$ cat config.mk
export PLATFORM = sky130hd
export DESIGN_NAME = simmem
export DESIGN_NICKNAME = d
export VERILOG_FILES = /design/src/simmem_pkg.sv /design/src/simmem_resp_bank.sv /design/src/simmem_message_banks.sv /design/src/simmem_releaser.sv /design/src/simmem.sv
export SDC_FILE = /design/constraint.sdc
export NUM_CORES = 1
export LEC_CHECK = 0
export BUFFER_PORTS_ARGS = -buffer_cell sky130_fd_sc_hd__buf_2
export CAP_MARGIN = 40
export CORE_ASPECT_RATIO = 0.5
export CORE_MARGIN = 2
export CORE_UTILIZATION = 45
export DETAILED_ROUTE_END_ITERATION = 10
export MAX_ROUTING_LAYER = met4
export SLEW_MARGIN = 25
export SYNTH_ARGS = -nofsm -noshare
export SYNTH_HDL_FRONTEND = slang
export SYNTH_SLANG_ARGS = --single-unit
$ cat constraint.sdc
create_clock -name clk_i -period 11.35 [get_ports clk_i]
set_input_delay 0.5675 -clock clk_i [delete_from_list [all_inputs] [get_ports clk_i]]
set_output_delay 0.5675 -clock clk_i [all_outputs]
set_load 0.005 [all_outputs]
$ cat src/simmem_pkg.sv
// Shared definitions for the simulated memory delay stage
// ID, address and data widths, response codes and channel structs

package simmem_pkg;

  // Transaction identifier
  parameter int IdWidth = 2;
  parameter int NumIds = 1 << IdWidth;

  // Payload widths
  parameter int AddrWidth = 16;
  parameter int DataWidth = 32;

  // Write response status
  typedef enum logic {
    OKAY   = 1'b0,
    SLVERR = 1'b1
  } resp_code_e;

  // Read address request, sent by the requester
  typedef struct packed {
    logic [IdWidth-1:0]   id;
    logic [AddrWidth-1:0] addr;
  } raddr_req_t;

  // Write address request, sent by the requester
  typedef struct packed {
    logic [IdWidth-1:0]   id;
    logic [AddrWidth-1:0] addr;
  } waddr_req_t;

  // Read data response, sent by the memory
  typedef struct packed {
    logic [IdWidth-1:0]   id;
    logic [DataWidth-1:0] data;
  } rdata_resp_t;

  // Write response, sent by the memory
  // No data beat here, only the status
  typedef struct packed {
    logic [IdWidth-1:0] id;
    resp_code_e         code;
  } wresp_t;

endpackage

$ cat src/simmem_resp_bank.sv
// Per-ID response store for one response channel
// One circular FIFO per ID with push, per-ID pop and head view

`timescale 1ns/1ps

module simmem_resp_bank #(
  parameter int PayloadWidth = 8,
  parameter int BankDepth    = 4
) (
  input  logic                                            clk_i,
  input  logic                                            arst_n_i,

  input  logic                                            push_i,
  input  logic [simmem_pkg::IdWidth-1:0]                  push_id_i,
  input  logic [PayloadWidth-1:0]                         push_payload_i,
  output logic [simmem_pkg::NumIds-1:0]                   full_o,
  output logic [simmem_pkg::NumIds-1:0]                   nonempty_o,

  input  logic                                            pop_i,
  input  logic [simmem_pkg::IdWidth-1:0]                  pop_id_i,
  output logic [simmem_pkg::NumIds-1:0][PayloadWidth-1:0] head_payload_o
);
  import simmem_pkg::*;

  localparam int PtrWidth = (BankDepth > 1) ? $clog2(BankDepth) : 1;
  localparam int CntWidth = $clog2(BankDepth + 1);

  // Wraps at BankDepth, which need not be a power of two
  function automatic logic [PtrWidth-1:0] next_ptr(input logic [PtrWidth-1:0] ptr);
    return (ptr == PtrWidth'(BankDepth - 1)) ? '0 : ptr + PtrWidth'(1);
  endfunction

  for (genvar g = 0; g < NumIds; g++) begin : gen_id
    logic [PayloadWidth-1:0] mem_q [BankDepth];
    logic [PtrWidth-1:0]     wptr_q;
    logic [PtrWidth-1:0]     rptr_q;
    logic [CntWidth-1:0]     count_q;
    logic                    do_push;
    logic                    do_pop;

    assign do_push = push_i && (push_id_i == IdWidth'(g)) && !full_o[g];
    assign do_pop  = pop_i && (pop_id_i == IdWidth'(g)) && nonempty_o[g];

    always_ff @(posedge clk_i or negedge arst_n_i) begin
      if (!arst_n_i) begin
        wptr_q  <= '0;
        rptr_q  <= '0;
        count_q <= '0;
      end else begin
        if (do_push) begin
          wptr_q <= next_ptr(wptr_q);
        end
        if (do_pop) begin
          rptr_q <= next_ptr(rptr_q);
        end
        // Simultaneous push and pop leaves the count alone
        if (do_push != do_pop) begin
          count_q <= do_push ? count_q + CntWidth'(1) : count_q - CntWidth'(1);
        end
      end
    end

    always_ff @(posedge clk_i) begin
      if (do_push) begin
        mem_q[wptr_q] <= push_payload_i;
      end
    end

    assign full_o[g]         = (count_q == CntWidth'(BankDepth));
    assign nonempty_o[g]     = (count_q != '0);
    assign head_payload_o[g] = mem_q[rptr_q];
  end

endmodule

$ cat src/simmem_message_banks.sv
// Response banks for read data and write responses
// Round-robin release among IDs that are enabled and hold data
// Registered output stage per channel

`timescale 1ns/1ps

module simmem_message_banks #(
  parameter int BankDepth = 4
) (
  input  logic                          clk_i,
  input  logic                          arst_n_i,

  input  logic [simmem_pkg::NumIds-1:0] rdata_release_en_i,
  input  logic [simmem_pkg::NumIds-1:0] wresp_release_en_i,

  input  logic                          rdata_in_valid_i,
  output logic                          rdata_in_ready_o,
  input  simmem_pkg::rdata_resp_t       rdata_resp_i,
  output logic                          rdata_out_valid_o,
  input  logic                          rdata_out_ready_i,
  output simmem_pkg::rdata_resp_t       rdata_resp_o,

  input  logic                          wresp_in_valid_i,
  output logic                          wresp_in_ready_o,
  input  simmem_pkg::wresp_t            wresp_i,
  output logic                          wresp_out_valid_o,
  input  logic                          wresp_out_ready_i,
  output simmem_pkg::wresp_t            wresp_o
);
  import simmem_pkg::*;

  localparam int RdataWidth = $bits(rdata_resp_t);
  localparam int WrespWidth = $bits(wresp_t);

  // First candidate at or after ptr; MSB of the result flags a grant
  function automatic logic [IdWidth:0] rr_pick(input logic [NumIds-1:0] cand,
                                               input logic [IdWidth-1:0] ptr);
    logic [IdWidth-1:0] idx;
    logic [IdWidth:0]   pick;
    pick = '0;
    for (int k = NumIds - 1; k >= 0; k--) begin
      idx = ptr + IdWidth'(k);
      if (cand[idx]) begin
        pick = {1'b1, idx};
      end
    end
    return pick;
  endfunction

  // Read data channel
  logic [NumIds-1:0]                 rdata_full;
  logic [NumIds-1:0]                 rdata_nonempty;
  logic [NumIds-1:0]                 rdata_busy;
  logic [NumIds-1:0]                 rdata_cand;
  logic [NumIds-1:0][RdataWidth-1:0] rdata_heads;
  logic [IdWidth:0]                  rdata_pick;
  logic [IdWidth-1:0]                rdata_ptr_q;
  logic                              rdata_load;
  logic                              rdata_valid_q;
  rdata_resp_t                       rdata_q;

  assign rdata_in_ready_o = !rdata_full[rdata_resp_i.id];

  simmem_resp_bank #(
    .PayloadWidth(RdataWidth),
    .BankDepth   (BankDepth)
  ) rdata_bank_inst (
    .clk_i,
    .arst_n_i,
    .push_i        (rdata_in_valid_i && rdata_in_ready_o),
    .push_id_i     (rdata_resp_i.id),
    .push_payload_i(rdata_resp_i),
    .full_o        (rdata_full),
    .nonempty_o    (rdata_nonempty),
    .pop_i         (rdata_load),
    .pop_id_i      (rdata_pick[IdWidth-1:0]),
    .head_payload_o(rdata_heads)
  );

  // The release enable of the ID sitting in the output stage still refers
  // to that entry, not to the bank head
  assign rdata_busy = rdata_valid_q ? (NumIds'(1) << rdata_q.id) : '0;
  assign rdata_cand = rdata_release_en_i & rdata_nonempty & ~rdata_busy;
  assign rdata_pick = rr_pick(rdata_cand, rdata_ptr_q);
  assign rdata_load = rdata_pick[IdWidth] && (!rdata_valid_q || rdata_out_ready_i);

  always_ff @(posedge clk_i or negedge arst_n_i) begin
    if (!arst_n_i) begin
      rdata_valid_q <= 1'b0;
      rdata_ptr_q   <= '0;
    end else if (rdata_load) begin
      rdata_valid_q <= 1'b1;
      rdata_ptr_q   <= rdata_pick[IdWidth-1:0] + IdWidth'(1);
    end else if (rdata_out_ready_i) begin
      rdata_valid_q <= 1'b0;
    end
  end

  always_ff @(posedge clk_i) begin
    if (rdata_load) begin
      rdata_q <= rdata_resp_t'(rdata_heads[rdata_pick[IdWidth-1:0]]);
    end
  end

  assign rdata_out_valid_o = rdata_valid_q;
  assign rdata_resp_o      = rdata_q;

  // Write response channel
  logic [NumIds-1:0]                 wresp_full;
  logic [NumIds-1:0]                 wresp_nonempty;
  logic [NumIds-1:0]                 wresp_busy;
  logic [NumIds-1:0]                 wresp_cand;
  logic [NumIds-1:0][WrespWidth-1:0] wresp_heads;
  logic [IdWidth:0]                  wresp_pick;
  logic [IdWidth-1:0]                wresp_ptr_q;
  logic                              wresp_load;
  logic                              wresp_valid_q;
  wresp_t                            wresp_q;

  assign wresp_in_ready_o = !wresp_full[wresp_i.id];

  simmem_resp_bank #(
    .PayloadWidth(WrespWidth),
    .BankDepth   (BankDepth)
  ) wresp_bank_inst (
    .clk_i,
    .arst_n_i,
    .push_i        (wresp_in_valid_i && wresp_in_ready_o),
    .push_id_i     (wresp_i.id),
    .push_payload_i(wresp_i),
    .full_o        (wresp_full),
    .nonempty_o    (wresp_nonempty),
    .pop_i         (wresp_load),
    .pop_id_i      (wresp_pick[IdWidth-1:0]),
    .head_payload_o(wresp_heads)
  );

  assign wresp_busy = wresp_valid_q ? (NumIds'(1) << wresp_q.id) : '0;
  assign wresp_cand = wresp_release_en_i & wresp_nonempty & ~wresp_busy;
  assign wresp_pick = rr_pick(wresp_cand, wresp_ptr_q);
  assign wresp_load = wresp_pick[IdWidth] && (!wresp_valid_q || wresp_out_ready_i);

  always_ff @(posedge clk_i or negedge arst_n_i) begin
    if (!arst_n_i) begin
      wresp_valid_q <= 1'b0;
      wresp_ptr_q   <= '0;
    end else if (wresp_load) begin
      wresp_valid_q <= 1'b1;
      wresp_ptr_q   <= wresp_pick[IdWidth-1:0] + IdWidth'(1);
    end else if (wresp_out_ready_i) begin
      wresp_valid_q <= 1'b0;
    end
  end

  always_ff @(posedge clk_i) begin
    if (wresp_load) begin
      wresp_q <= wresp_t'(wresp_heads[wresp_pick[IdWidth-1:0]]);
    end
  end

  assign wresp_out_valid_o = wresp_valid_q;
  assign wresp_o           = wresp_q;

endmodule

$ cat src/simmem_releaser.sv
// Deadline tracking for the read and write channels
// Address pass-through with per-ID stall, per-ID deadline FIFOs
// and release enables for the message banks

`timescale 1ns/1ps

module simmem_releaser #(
  parameter int ReadLatency  = 12,
  parameter int WriteLatency = 8,
  parameter int BankDepth    = 4,
  parameter int CounterWidth = 8
) (
  input  logic                           clk_i,
  input  logic                           arst_n_i,

  input  logic                           raddr_in_valid_i,
  output logic                           raddr_in_ready_o,
  input  simmem_pkg::raddr_req_t         raddr_req_i,
  output logic                           raddr_out_valid_o,
  input  logic                           raddr_out_ready_i,
  output simmem_pkg::raddr_req_t         raddr_req_o,

  input  logic                           waddr_in_valid_i,
  output logic                           waddr_in_ready_o,
  input  simmem_pkg::waddr_req_t         waddr_req_i,
  output logic                           waddr_out_valid_o,
  input  logic                           waddr_out_ready_i,
  output simmem_pkg::waddr_req_t         waddr_req_o,

  // Observed response output handshakes
  input  logic                           rdata_out_valid_i,
  input  logic                           rdata_out_ready_i,
  input  logic [simmem_pkg::IdWidth-1:0] rdata_out_id_i,
  input  logic                           wresp_out_valid_i,
  input  logic                           wresp_out_ready_i,
  input  logic [simmem_pkg::IdWidth-1:0] wresp_out_id_i,

  output logic [simmem_pkg::NumIds-1:0]  rdata_release_en_o,
  output logic [simmem_pkg::NumIds-1:0]  wresp_release_en_o
);
  import simmem_pkg::*;

  localparam int NumCh    = 2;
  localparam int ChRead   = 0;
  localparam int ChWrite  = 1;
  localparam int PtrWidth = (BankDepth > 1) ? $clog2(BankDepth) : 1;
  localparam int CntWidth = $clog2(BankDepth + 1);

  function automatic logic [PtrWidth-1:0] next_ptr(input logic [PtrWidth-1:0] ptr);
    return (ptr == PtrWidth'(BankDepth - 1)) ? '0 : ptr + PtrWidth'(1);
  endfunction

  logic [CounterWidth-1:0]             now_q;
  logic [NumCh-1:0]                    push;
  logic [NumCh-1:0]                    pop;
  logic [NumCh-1:0][IdWidth-1:0]       push_id;
  logic [NumCh-1:0][IdWidth-1:0]       pop_id;
  logic [NumCh-1:0][CounterWidth-1:0]  latency;
  logic [NumCh-1:0][NumIds-1:0]        full;
  logic [NumCh-1:0][NumIds-1:0]        release_en;

  // Free-running timestamp
  always_ff @(posedge clk_i or negedge arst_n_i) begin
    if (!arst_n_i) begin
      now_q <= '0;
    end else begin
      now_q <= now_q + CounterWidth'(1);
    end
  end

  // Address pass-through, stalled while the ID has no free deadline slot
  assign raddr_req_o       = raddr_req_i;
  assign raddr_out_valid_o = raddr_in_valid_i && !full[ChRead][raddr_req_i.id];
  assign raddr_in_ready_o  = raddr_out_ready_i && !full[ChRead][raddr_req_i.id];

  assign waddr_req_o       = waddr_req_i;
  assign waddr_out_valid_o = waddr_in_valid_i && !full[ChWrite][waddr_req_i.id];
  assign waddr_in_ready_o  = waddr_out_ready_i && !full[ChWrite][waddr_req_i.id];

  assign push[ChRead]     = raddr_in_valid_i && raddr_in_ready_o;
  assign push_id[ChRead]  = raddr_req_i.id;
  assign pop[ChRead]      = rdata_out_valid_i && rdata_out_ready_i;
  assign pop_id[ChRead]   = rdata_out_id_i;
  assign latency[ChRead]  = CounterWidth'(ReadLatency);

  assign push[ChWrite]    = waddr_in_valid_i && waddr_in_ready_o;
  assign push_id[ChWrite] = waddr_req_i.id;
  assign pop[ChWrite]     = wresp_out_valid_i && wresp_out_ready_i;
  assign pop_id[ChWrite]  = wresp_out_id_i;
  assign latency[ChWrite] = CounterWidth'(WriteLatency);

  for (genvar c = 0; c < NumCh; c++) begin : gen_ch
    for (genvar g = 0; g < NumIds; g++) begin : gen_id
      logic [CounterWidth-1:0] dl_q [BankDepth];
      logic [PtrWidth-1:0]     wptr_q;
      logic [PtrWidth-1:0]     rptr_q;
      logic [CntWidth-1:0]     count_q;
      logic [CounterWidth-1:0] slack;
      logic                    do_push;
      logic                    do_pop;

      assign do_push = push[c] && (push_id[c] == IdWidth'(g));
      assign do_pop  = pop[c] && (pop_id[c] == IdWidth'(g)) && (count_q != '0);

      always_ff @(posedge clk_i or negedge arst_n_i) begin
        if (!arst_n_i) begin
          wptr_q  <= '0;
          rptr_q  <= '0;
          count_q <= '0;
        end else begin
          if (do_push) begin
            wptr_q <= next_ptr(wptr_q);
          end
          if (do_pop) begin
            rptr_q <= next_ptr(rptr_q);
          end
          if (do_push != do_pop) begin
            count_q <= do_push ? count_q + CntWidth'(1) : count_q - CntWidth'(1);
          end
        end
      end

      always_ff @(posedge clk_i) begin
        if (do_push) begin
          dl_q[wptr_q] <= now_q + latency[c];
        end
      end

      // Wrap-safe: deadline reached when now minus deadline is non-negative
      assign slack            = now_q - dl_q[rptr_q];
      assign full[c][g]       = (count_q == CntWidth'(BankDepth));
      assign release_en[c][g] = (count_q != '0) && !slack[CounterWidth-1];
    end
  end

  assign rdata_release_en_o = release_en[ChRead];
  assign wresp_release_en_o = release_en[ChWrite];

endmodule

$ cat src/simmem.sv
// Simulated memory delay stage, top level
// Connects the deadline releaser and the response message banks

`timescale 1ns/1ps

module simmem #(
  parameter int ReadLatency  = 12,
  parameter int WriteLatency = 8,
  parameter int BankDepth    = 4,
  parameter int CounterWidth = 8
) (
  input  logic                    clk_i,
  input  logic                    arst_n_i,

  input  logic                    raddr_in_valid_i,
  output logic                    raddr_in_ready_o,
  input  simmem_pkg::raddr_req_t  raddr_req_i,
  output logic                    raddr_out_valid_o,
  input  logic                    raddr_out_ready_i,
  output simmem_pkg::raddr_req_t  raddr_req_o,

  input  logic                    waddr_in_valid_i,
  output logic                    waddr_in_ready_o,
  input  simmem_pkg::waddr_req_t  waddr_req_i,
  output logic                    waddr_out_valid_o,
  input  logic                    waddr_out_ready_i,
  output simmem_pkg::waddr_req_t  waddr_req_o,

  input  logic                    rdata_in_valid_i,
  output logic                    rdata_in_ready_o,
  input  simmem_pkg::rdata_resp_t rdata_resp_i,
  output logic                    rdata_out_valid_o,
  input  logic                    rdata_out_ready_i,
  output simmem_pkg::rdata_resp_t rdata_resp_o,

  input  logic                    wresp_in_valid_i,
  output logic                    wresp_in_ready_o,
  input  simmem_pkg::wresp_t      wresp_i,
  output logic                    wresp_out_valid_o,
  input  logic                    wresp_out_ready_i,
  output simmem_pkg::wresp_t      wresp_o
);
  import simmem_pkg::*;

  logic [NumIds-1:0] rdata_release_en;
  logic [NumIds-1:0] wresp_release_en;

  simmem_releaser #(
    .ReadLatency (ReadLatency),
    .WriteLatency(WriteLatency),
    .BankDepth   (BankDepth),
    .CounterWidth(CounterWidth)
  ) releaser_inst (
    .clk_i,
    .arst_n_i,
    .raddr_in_valid_i,
    .raddr_in_ready_o,
    .raddr_req_i,
    .raddr_out_valid_o,
    .raddr_out_ready_i,
    .raddr_req_o,
    .waddr_in_valid_i,
    .waddr_in_ready_o,
    .waddr_req_i,
    .waddr_out_valid_o,
    .waddr_out_ready_i,
    .waddr_req_o,
    // Deadlines retire on the requester-side transfer
    .rdata_out_valid_i (rdata_out_valid_o),
    .rdata_out_ready_i,
    .rdata_out_id_i    (rdata_resp_o.id),
    .wresp_out_valid_i (wresp_out_valid_o),
    .wresp_out_ready_i,
    .wresp_out_id_i    (wresp_o.id),
    .rdata_release_en_o(rdata_release_en),
    .wresp_release_en_o(wresp_release_en)
  );

  simmem_message_banks #(
    .BankDepth(BankDepth)
  ) message_banks_inst (
    .clk_i,
    .arst_n_i,
    .rdata_release_en_i(rdata_release_en),
    .wresp_release_en_i(wresp_release_en),
    .rdata_in_valid_i,
    .rdata_in_ready_o,
    .rdata_resp_i,
    .rdata_out_valid_o,
    .rdata_out_ready_i,
    .rdata_resp_o,
    .wresp_in_valid_i,
    .wresp_in_ready_o,
    .wresp_i,
    .wresp_out_valid_o,
    .wresp_out_ready_i,
    .wresp_o
  );

endmodule

# After elaboration in Yosys (flattened, before gate mapping)
# Memory sizes are Yosys's and may differ from the RTL's.
# Index checks and enable logic that the tools add are counted.
# W data, S select, Z words.
dict set report classes {
  addsub 83
  n_mul 0
  n_div 0
  n_lt_le_gt_ge 14
  eq_ne 88
  shift 2
  mux 122
  bitwise_logic 6
  reduce_logical 126
}
# op count
set op_table {}
lappend op_table {{$eq A2 B2 Y1 const B} 48}
lappend op_table {{$logic_and A1 B1 Y1} 76}
lappend op_table {{$mux W3} 25}
lappend op_table {{$add A2 B1 Y2 const B} 36}
lappend op_table {{$bmux W34 S2} 1}
lappend op_table {{$mux W2} 32}
lappend op_table {{$sub A8 B8 Y8} 8}
lappend op_table {{$add A3 B1 Y3 const B} 16}
lappend op_table {{$eq A3 B3 Y1 const B} 16}
lappend op_table {{$mux W1} 48}
lappend op_table {{$reduce_bool A3 Y1} 16}
lappend op_table {{$sub A3 B1 Y3 const B} 16}
lappend op_table {{$lt A2 B3 Y1 const B} 14}
lappend op_table {{$mux W34} 1}
lappend op_table {{$bmux W1 S2} 12}
lappend op_table {{$logic_not A1 Y1} 22}
lappend op_table {{$add A8 B4 Y8 const B} 2}
lappend op_table {{$and A4 B4 Y4} 4}
lappend op_table {{$eq A2 B1 Y1 const B} 8}
lappend op_table {{$logic_not A2 Y1} 8}
lappend op_table {{$ne A1 B1 Y1} 16}
lappend op_table {{$add A2 B2 Y2 const B} 4}
lappend op_table {{$add A8 B1 Y8 const B} 1}
lappend op_table {{$mux W4} 2}
lappend op_table {{other kinds (5)} 9}
dict set report word_totals {
  reg_bits 163
  latchBits 0
  ramBits 848
  mem_bits_ro 0
  input_bits 83
  output_inout_bits 81
  wordCells 514
  memories 16
}
# name words word_bits read_ports rd_clocked_by_memory_dff write_ports line_no
set memory_table {}
lappend memory_table {{message_banks_inst.rdata_bank_inst.gen_id[0].mem_q} 4 34 1 0 1 simmem_resp_bank.sv:34} ;# logic [PayloadWidth-1:0] mem_q [BankDepth];
lappend memory_table {{message_banks_inst.rdata_bank_inst.gen_id[1].mem_q} 4 34 1 0 1 simmem_resp_bank.sv:34}
lappend memory_table {{message_banks_inst.rdata_bank_inst.gen_id[2].mem_q} 4 34 1 0 1 simmem_resp_bank.sv:34}
lappend memory_table {{message_banks_inst.rdata_bank_inst.gen_id[3].mem_q} 4 34 1 0 1 simmem_resp_bank.sv:34}
lappend memory_table {{releaser_inst.gen_ch[0].gen_id[0].dl_q} 4 8 1 0 1 simmem_releaser.sv:94} ;# logic [CounterWidth-1:0] dl_q [BankDepth];
lappend memory_table {{releaser_inst.gen_ch[0].gen_id[1].dl_q} 4 8 1 0 1 simmem_releaser.sv:94}
lappend memory_table {{10 more memories} -- -- -- -- -- --}

# Logic depth before layout (Yosys ltp)
# Gate-level depths: netlist of the first run.
# An unclocked memory read counts as a cell.
dict set report depth {
  word_depth 16
  ltp_mapped 19
}

# Cells and area by module
# From an unflattened synthesis of the first run, not the netlist that was laid out.
dict set report unflattened {
  hier_cells 2304
  hier_area_um2 43355.3
}
# mod n_inst cells_per_inst area_each_um2 seq_area_each_um2
set modules_own_cells {}
lappend modules_own_cells {{simmem_resp_bank at message_banks_inst.rdata_bank_inst} 1 875 21441.8 17036.3}
lappend modules_own_cells {simmem_releaser 1 970 15249.6 9288.9}
lappend modules_own_cells {{simmem_resp_bank at message_banks_inst.wresp_bank_inst} 1 223 3602.2 2142.1}
lappend modules_own_cells {simmem_message_banks 1 236 3061.7 1261.2}

# Worst setup path before layout of the first run
# OpenSTA, ideal clock, no wires.
dict set report synth_path {
  path_type {flip-flop to flip-flop}
  from {register releaser_inst.gen_ch[1].gen_id[1].rptr_q[0]}
  to {register message_banks_inst.wresp_bank_inst.gen_id[0].count_q[1]}
  setup_time_ns 0.125
  arrival_ns 4.090
  required_ns 11.225
  slack_ns 7.135
  stages_incl_launch_ff 20
  cell_sequence {dfrtp_1 -> buf_2 -> mux4_2 -> inv_1 -> ha_1 -> a211o_1 -> a21oi_1 -> o31ai_1 -> a31o_2 -> mux2i_1 -> o21ai_0 -> a21oi_1 -> o22a_1 -> clkbuf_1 -> inv_1 -> ha_1 -> and3b_1 -> buf_6 -> xnor2_2 -> mux2_4}
}
dict set report synth_via {
  elab_chain_len 16
}
# element line_no
set synth_lines {}
lappend synth_lines {{start, declared} simmem_releaser.sv:96} ;# logic [PtrWidth-1:0] rptr_q;
lappend synth_lines {{start signal, assigned} simmem_releaser.sv:115} ;# rptr_q <= next_ptr(rptr_q);
lappend synth_lines {{$mem_v2 Z4 W8 *} --}
lappend synth_lines {{$sub A8 B8 Y8 *} simmem_releaser.sv:130} ;# assign slack = now_q - dl_q[rptr_q];
lappend synth_lines {{$logic_not A1 Y1 *} simmem_releaser.sv:132} ;# assign release_en[c][g] = (count_q != '0) && !slack[CounterWidth-1];
lappend synth_lines {{$logic_and A1 B1 Y1 *} simmem_releaser.sv:132}
lappend synth_lines {{$and A4 B4 Y4 * (2 in a row)} simmem_message_banks.sv:139} ;# assign wresp_cand = wresp_release_en_i & wresp_nonempty & ~wresp_busy;
lappend synth_lines {{$bmux W1 S2} simmem_message_banks.sv:43} ;# if (cand[idx]) begin
lappend synth_lines {{$mux W1 (not written as such)} simmem_message_banks.sv:43}
lappend synth_lines {{$mux W3 (3 in a row)} simmem_message_banks.sv:43}
lappend synth_lines {{$mux W3 *} simmem_message_banks.sv:43}
lappend synth_lines {{$logic_not A2 Y1 / $logic_and A1 B1 Y1 (equally long branches)} {simmem_resp_bank.sv:42, simmem_message_banks.sv:141}}
lappend synth_lines {{$logic_and A1 B1 Y1 * (2 in a row)} simmem_resp_bank.sv:42} ;# assign do_pop = pop_i && (pop_id_i == IdWidth'(g)) && nonempty_o[g];
lappend synth_lines {{$ne A1 B1 Y1 *} simmem_resp_bank.sv:57} ;# if (do_push != do_pop) begin
lappend synth_lines {{end signal, assigned} simmem_resp_bank.sv:58} ;# count_q <= do_push ? count_q + CntWidth'(1) : count_q - CntWidth'(1);
lappend synth_lines {{end, declared} simmem_resp_bank.sv:37} ;# logic [CntWidth-1:0] count_q;
# Every way passes the cells marked *; elsewhere a longest branch is shown, timed or not. The select of a mux whose other input is x is not followed.
# A chain may end at the register's enable or synchronous reset.

# Worst setup path in the final report of the first run
dict set report layout_path {
  from {register releaser_inst.gen_ch[0].gen_id[0].rptr_q[0]}
  to {register message_banks_inst.rdata_q (netlist bit message_banks_inst.rdata_resp_o[21]), data pin}
}
dict set report layout_via {
  elab_chain_len 14
}
# element line_no
set layout_lines {}
lappend layout_lines {{start, declared} simmem_releaser.sv:96}
lappend layout_lines {{start signal, assigned} simmem_releaser.sv:115}
lappend layout_lines {{$mem_v2 Z4 W8 *} --}
lappend layout_lines {{$sub A8 B8 Y8 *} simmem_releaser.sv:130}
lappend layout_lines {{$logic_not A1 Y1 *} simmem_releaser.sv:132}
lappend layout_lines {{$logic_and A1 B1 Y1 *} simmem_releaser.sv:132}
lappend layout_lines {{$and A4 B4 Y4 * (2 in a row)} simmem_message_banks.sv:83} ;# assign rdata_cand = rdata_release_en_i & rdata_nonempty & ~rdata_busy;
lappend layout_lines {{$bmux W1 S2} simmem_message_banks.sv:43}
lappend layout_lines {{$mux W1 (not written as such)} simmem_message_banks.sv:43}
lappend layout_lines {{$mux W3 (3 in a row)} simmem_message_banks.sv:43}
lappend layout_lines {{$mux W3 *} simmem_message_banks.sv:43}
lappend layout_lines {{$bmux W34 S2 *} simmem_message_banks.sv:101} ;# rdata_q <= rdata_resp_t'(rdata_heads[rdata_pick[IdWidth-1:0]]);
lappend layout_lines {{$mux W34 (not written as such) *} simmem_message_banks.sv:101}
lappend layout_lines {{end signal, assigned} simmem_message_banks.sv:101}
lappend layout_lines {{end, declared} simmem_message_banks.sv:60} ;# rdata_resp_t rdata_q;
# Marks and branches as above.

==> flow_metrics.env, run 1 <==
export IMPL_status="finished, final reports clean"
export IMPL_yosysTopAreaCellShare_pct=61.90
export IMPL_async_flop_share_pct=12.46
export IMPL_drt_first_pass_iters=5
export IMPL_start_util_pct=45.25
export IMPL_p_switching_w=0.003980
export IMPL_fin_crit_sh_pct=42.89
export IMPL_fillCellCount=7745
export IMPL_ir_worst_vdd_uv=198.2
export IMPL_crit_chain="mux4_2, inv_1, ha_1, a211oi_1, o31ai_1, a21oi_1, mux2i_1, or3_1, o311a_1, nand2_4, buf_4, buf_12, mux2i_1, mux2i_1"
export IMPL_final_layout_size_suffix_gt1_share_pct=23.37
export IMPL_wirelength_mm=88.58
export IMPL_cts_tree="built"
export IMPL_ys_seq_area_share_pct=69.24
export IMPL_cts_sinks=1011
export IMPL_setup_worst_path_start_class="register"
export IMPL_fin_ws_ps=6482
export IMPL_die_area_um2=98050
export IMPL_combPwrFrac_pct=33.3
export IMPL_path_clk_slew_ps=70
export IMPL_clock_latency_ps=700
export IMPL_die_x_um=440.8
export IMPL_drt_iter0_markers=1606
export IMPL_power_density_nw_per_um2=256.4
export IMPL_switching_share_pct=32.34
export IMPL_setup_tns_ps=0
export IMPL_num_vias=20800
export IMPL_reg2reg_depth=14
export IMPL_nets=2693
export IMPL_slowest_delay_ps=710
export IMPL_ctsResizeCount=0
export IMPL_path_class="reg2reg"
export IMPL_power_static_leakage_nw=16.98
export IMPL_synth_seq_cells=1011
export IMPL_yosys_cell_types_count=79
export IMPL_synthTopCellsByCount="edfxtp_1, mux4_2, ha_1"
export IMPL_htree_levels=3
export IMPL_ys_flop_type="edfxtp_1"
export IMPL_place_gp_congestion=0.7891
export IMPL_drc_errors=0
export IMPL_p_seq_share_pct=40.8
export IMPL_clock_skew_ps=32.39
export IMPL_grt_pass1_vias=21350
export IMPL_critPathRequiredTime_ps=11760
export IMPL_min_period_ps=4868
export IMPL_synth_area_per_cell_um2=18.44
export IMPL_yosys_warnings=0
export IMPL_cts_setup_buffers=0
export IMPL_viasPerCell=5.466
export IMPL_dp_slack_ps=6356
export IMPL_overflow=0
export IMPL_synth_area_leader_cell="edfxtp_1"
export IMPL_portBuffers=99
export IMPL_hold_violations=0
export IMPL_max_cap_violations=0
export IMPL_synth_edf_count=885
export IMPL_hpwl_mm=50.22
export IMPL_worst_slew_pin_slew_ps=802.1
export IMPL_cp_slowest_cell="dfrtp_1"
export IMPL_grt_max_degree=75
export IMPL_cpMostUsedCell="mux2i_1"
export IMPL_cp_max_fo=27
export IMPL_io_pins=164
export IMPL_synth_fp_nets=2564
export IMPL_finalSetupViolCount=0
export IMPL_intPower_w=0.008326
export IMPL_drv_slew=0
export IMPL_relSlewSlack_pct=46.53
export IMPL_row_count=80
export IMPL_yosysMostFrequentCell="edfxtp_1"
export IMPL_timing_hold_ws_ps=249.5
export IMPL_hold_depth=1
export IMPL_hold_path_class="in2reg"
export IMPL_crit_arrival_ps=5280
export IMPL_holdBufCountCts=1
export IMPL_synthCells=2328
export IMPL_wl_per_cell_um=23.28
export IMPL_cts_buffers=91
export IMPL_rsz0062_at_grt="false"
export IMPL_clockBufferDepth=3
export IMPL_antenna_found_initial=1
export IMPL_syn2layout_area_growth_pct=11.81
export IMPL_endpoint_kind="register"
export IMPL_grt_total_usage_pct=18.98
export IMPL_root_buffer="clkbuf_16"
export IMPL_synthesis_area_um2=42930
export IMPL_post_route_util_pct=50.59
export IMPL_grt_pass1_wl_mm=134.5
export IMPL_p_clk_share_pct=25.9
export IMPL_die_y_um=222.4
export IMPL_synthTopCellsByArea="edfxtp_1, mux4_2, dfrtp_1"
export IMPL_clock_fmax_mhz=205.4
export IMPL_final_antenna_net_count=0
export IMPL_core_um2=94890
==> stage by stage <==
| stage | total power [W] | area (µm²) | cells |
|---|---|---|---|
| floorplan | 0.008082 | 42930 | 2328 |
| global placement | 0.009087 | 44720 | 3621 |
| detailed placement | 0.009248 | 44860 | 3629 |
| CTS | 0.01245 | 47930 | 3799 |
| global route | 0.01299 | 48010 | 3805 |
| finish | 0.01231 | 48010 | 3805 |
==> path summary, 6_finish.rpt <==
check	slack (ps)	end	from
worst max-delay path	6480	message_banks_inst.rdata_resp_o[21]	releaser_inst.gen_ch[0].gen_id[0].rptr_q[0]
worst min-delay path	250	register	rdata_resp_i[13]
worst max register to register	6480	message_banks_inst.rdata_resp_o[21]	releaser_inst.gen_ch[0].gen_id[0].rptr_q[0]
worst min register to register	490	releaser_inst.gen_ch[1].gen_id[2].count_q[2]	releaser_inst.gen_ch[1].gen_id[2].count_q[2]
max in group asynchronous	10110	releaser_inst.gen_ch[1].gen_id[3].rptr_q[0]	arst_n_i
min in group asynchronous	280	releaser_inst.now_q[0]	arst_n_i
==> final cells by class <==
type	instances	area (µm²)	area share (%)
clock buffers	114	2395	4.989
repair buffers	157	1044	2.174
multi-input cells	1086	12150	25.31
clock inverters	55	671.9	1.400
inverters	110	412.9	0.8601
diodes	1	2.502	0.005213
well taps	1271	1590	3.313
flip-flops and latches	1011	29740	61.95
==> kinds of logic (layout without fill, tap and decap cells) <==
group | Yosys count | after routing | synth area share [%]
compound gates | 148 | 148 | 2.366
buf+inv | 231 | 436 | 2.564
mux | 384 | 384 | 15.25
fa+ha+maj | 153 | 153 | 4.738
other cells | 0 | 1 | 0
xor+xnor | 64 | 64 | 1.492
flops | 1011 | 1011 | 69.24
simple gates | 337 | 337 | 4.348
==> layout by cell type, fill, tap and decap left out, types with 8 or more instances in the layout <==
cell / n
edfxtp_1: 885
mux4_2: 208
ha_1: 137
mux2i_1: 125
dfrtp_1: 118
inv_1: 109
buf_2: 99
clkbuf_16: 92
nand2_1: 59
nor2_1: 56
o21ai_0: 46
and2_1: 45
buf_4: 45
xnor2_1: 42
mux2_2: 41
nor3_1: 32
or3_1: 21
clkbuf_1: 21
a21oi_1: 20
and3_1: 16
nor3b_1: 16
and2_2: 16
fa_1: 16
xor2_1: 15
clkinv_1: 14
nand3_1: 13
clkinv_2: 13
bufinv_16: 12
a21o_1: 11
nor2b_1: 10
nand4_1: 10
clkinvlp_4: 9
a211oi_1: 8
nand2b_1: 8
dfrtp_2: 8
==> worst max-delay path: cells and delay by family (launching register included) <==
family	cells	cell delay [ps]
muxes	4	1120
and+or+nand+nor	2	840
buffers and inverters	3	830
AOI/OAI and AO/OA	4	760
DFF	1	710
adders and majority gates	1	230
==> registers in the layout (all words and copies together) (netlist names), 12 cells and up <==
register / count
releaser_inst.gen_ch.gen_id.dl_q: 256
releaser_inst.gen_ch.gen_id.rptr_q: 16
message_banks_inst.rdata_bank_inst.gen_id.mem_q: 544
message_banks_inst.wresp_bank_inst.gen_id.count_q: 12
releaser_inst.gen_ch.gen_id.count_q: 24
releaser_inst.gen_ch.gen_id.wptr_q: 16
message_banks_inst.rdata_bank_inst.gen_id.count_q: 12
message_banks_inst.rdata_resp_o: 34
message_banks_inst.wresp_bank_inst.gen_id.mem_q: 48
==> routing by layer <==
metal,GRT usage [%],up-vias,share of wire [%],wire (µm)
met3,2.828,108,4.0,3500
met2,30.67,388,50,43860
met5,-,-,0,0
met1,25.69,10950,45,39750
li1,-,9355,-,-
met4,4.162,0,1.7,1462
==> power groups by stage <==
| stage | logic [W] | registers (W) | clock network [W] |
|---|---|---|---|
| after CTS | 0.00414 | 0.00504 | 0.00326 |
| after global placement | 0.00398 | 0.00511 | 0 |
| after detailed placement | 0.00413 | 0.00512 | 0 |
| after floorplan | 0.00318 | 0.00490 | 0 |
| after global routing | 0.00449 | 0.00511 | 0.00340 |
| final | 0.00409 | 0.00503 | 0.00319 |
(Power assumes the default switching activity.)
==> run 2: changes to the inputs <==
==> constraint.sdc (replaced) <==
create_clock -name clk_i -period 4.44 [get_ports clk_i]
set_input_delay 0.222 -clock clk_i [delete_from_list [all_inputs] [get_ports clk_i]]
set_output_delay 0.222 -clock clk_i [all_outputs]
set_load 0.005 [all_outputs]
==> run 2 against run 1 <==
Die area unchanged. Routed wire length up 0.43%. Fmax up 15%. Critical path depth up 3. Combinational power rose to 2.6 times the previous value. Largest power group unchanged. Non-clock buffer count up 85. Core utilization up 0.88 points. Highest routed layer unchanged. Count of clock-buffer cells in the layout up 2.
==> flow_metrics.env, run 2 (same netlist as run 1, synthesis figures left out) <==
export IMPL_wirelength_mm=88.95
export IMPL_seq_area_um2=29740
export IMPL_start_util_pct=45.25
export IMPL_die_area_um2=98050
export IMPL_setup_worst_path_start_class="register"
export IMPL_grt_max_degree=47
export IMPL_dp_slack_ps=218.9
export IMPL_fin_crit_sh_pct=95.13
export IMPL_min_period_ps=4224
export IMPL_clock_latency_ps=690
export IMPL_total_power_w=0.03191
export IMPL_drc_errors=0
export IMPL_syn2layout_area_growth_pct=13.75
export IMPL_final_cell_mix="edfxtp_1, mux4_2, ha_1"
export IMPL_htree_levels=3
export IMPL_io_pins=164
export IMPL_max_flop_register="message_banks_inst.rdata_bank_inst.gen_id.mem_q"
export IMPL_min_delay_start="raddr_req_i[17]"
export IMPL_die_x_um=440.8
export IMPL_place_gp_congestion=0.8183
export IMPL_post_route_util_pct=51.47
export IMPL_rsz0062_at_grt="false"
export IMPL_num_vias=21280
export IMPL_drt_iter0_markers=1775
export IMPL_stdcell_count=3890
export IMPL_multi_input_comb_area_um2=12160
export IMPL_fin_ws_ps=216.3
export IMPL_status="finished, final reports clean"
export IMPL_nets=2778
export IMPL_cts_buffers=91
export IMPL_path_clk_slew_ps=60
export IMPL_ir_worst_vdd_uv=755.9
export IMPL_wl_per_cell_um=22.87
export IMPL_finalSetupViolCount=0
export IMPL_hpwl_mm=55.02
export IMPL_antenna_found_initial=1
export IMPL_die_y_um=222.4
export IMPL_final_common_cell="edfxtp_1"
export IMPL_core_um2=94890
export IMPL_max_cap_violations=0
export IMPL_setup_tns_ps=0
export IMPL_row_count=80
export IMPL_viasPerCell=5.470
export IMPL_worst_slew_pin_slew_ps=819.9
export IMPL_grt_pass1_wl_mm=135.9
export IMPL_drt_first_pass_iters=5
export IMPL_root_buffer="clkbuf_16"
export IMPL_clock_fmax_mhz=236.8
export IMPL_endpoint_kind="register"
export IMPL_power_static_leakage_nw=17.44
export IMPL_final_antenna_net_count=0
export IMPL_grt_pass1_vias=21760
export IMPL_crit_arrival_ps=4770
export IMPL_antenna_diode_count=0
export IMPL_power_density_nw_per_um2=653.4
export IMPL_fillCellCount=7652
export IMPL_clock_skew_ps=36.61
export IMPL_cts_sinks=1011
export IMPL_reg_top3="message_banks_inst.rdata_bank_inst.gen_id.mem_q: 544 flops, releaser_inst.gen_ch.gen_id.dl_q: 256 flops, message_banks_inst.wresp_bank_inst.gen_id.mem_q: 48 flops"
export IMPL_portBuffers=99
export IMPL_rr_startpoint="releaser_inst.gen_ch[1].gen_id[0].rptr_q[0]"
export IMPL_clockBufferDepth=3
export IMPL_dp_cells=3675
export IMPL_grt_total_usage_pct=19.09
export IMPL_hold_path_class="in2reg"
export IMPL_startpoint="releaser_inst.gen_ch[1].gen_id[0].rptr_q[0]"
export IMPL_rrSetupSlack_ps=220
export IMPL_largest_register_ffs=544
export IMPL_cp_max_fo=6
export IMPL_cts_tree="built"
export IMPL_hold_violations=0
export IMPL_reg2reg_depth=17
export IMPL_drv_slew=0
export IMPL_final_layout_size_suffix_gt1_share_pct=24.74
export IMPL_path_class="reg2reg"
export IMPL_critPathRequiredTime_ps=4980
export IMPL_overflow=0
export IMPL_relSlewSlack_pct=45.34
==> run 2: layout make-up <==
| cell class | count | share of cell area (%) |
|---|---|---|
| sequential | 1011 | 60.91 |
| clock inverter | 54 | 1.202 |
| multi-input combinational | 1086 | 24.90 |
| tap | 1271 | 3.256 |
| inverter | 110 | 0.8455 |
| clock buffer | 116 | 5.022 |
| timing repair buffer | 242 | 3.871 |
==> run 2: worst max-delay path, cell delays in order, from the launching register on <==
cell	delay, ps
dfrtp_1	470
mux4_2	540
inv_1	80
ha_1	230
a211o_1	290
a21oi_1	150
o31ai_2	90
a31oi_1	190
buf_4	160
mux2_4	340
o21ai_0	160
a21oi_1	90
o22a_1	270
inv_1	100
ha_1	140
and3_1	300
xnor2_2	170
mux2_4	320
==> run 2: layer usage <==
metal	vias to the layer above	global-route usage, %	wire [µm]
met3	126	2.722	3628
met2	461	30.09	43570
met5	-	-	0
li1	9528	-	-
met1	11160	26.54	40220
met4	0	4.393	1539
==> run 2: how the worst min path moves through the flow <==
| stage | end | cells after the start |
|---|---|---|
| after global placement | releaser_inst.now_q[3] | 1 |
| after CTS | releaser_inst.gen_ch[0].gen_id[0].wptr_q[0] | 4 |
| after global routing | releaser_inst.gen_ch[0].gen_id[0].wptr_q[0] | 4 |
| final | releaser_inst.gen_ch[0].gen_id[0].wptr_q[0] | 4 |
| after detailed placement | releaser_inst.now_q[2] | 1 |
| after floorplan | async pin | 0 |
==> run 2: timing repair <==
| item | CTS | global route |
|---|---|---|
| hold endpoints to repair | 672 | 0 |
| setup buffers | 0 | 0 |
| hold buffers | 41 | 0 |
| gates resized for setup | 0 | 3 |
| setup endpoints to repair | 0 | 10 |
==> run 2: where the power goes <==
part           switching (W)  leakage (nW)  internal (W)
Clock                0.00357          1.49       0.00448
Sequential           0.00130          9.47        0.0117
Combinational        0.00549          6.48       0.00534
Total                 0.0104          17.4        0.0216
==> run 2: metrics by stage <==
step | hold slack, ps | cell area [µm²]
after detailed placement | 163.1 | 45330
after floorplan | -73.59 | 42930
after global routing | 67.87 | 48840
final | 67.55 | 48840
after CTS | 12.34 | 48780
after global placement | 377.4 | 45140
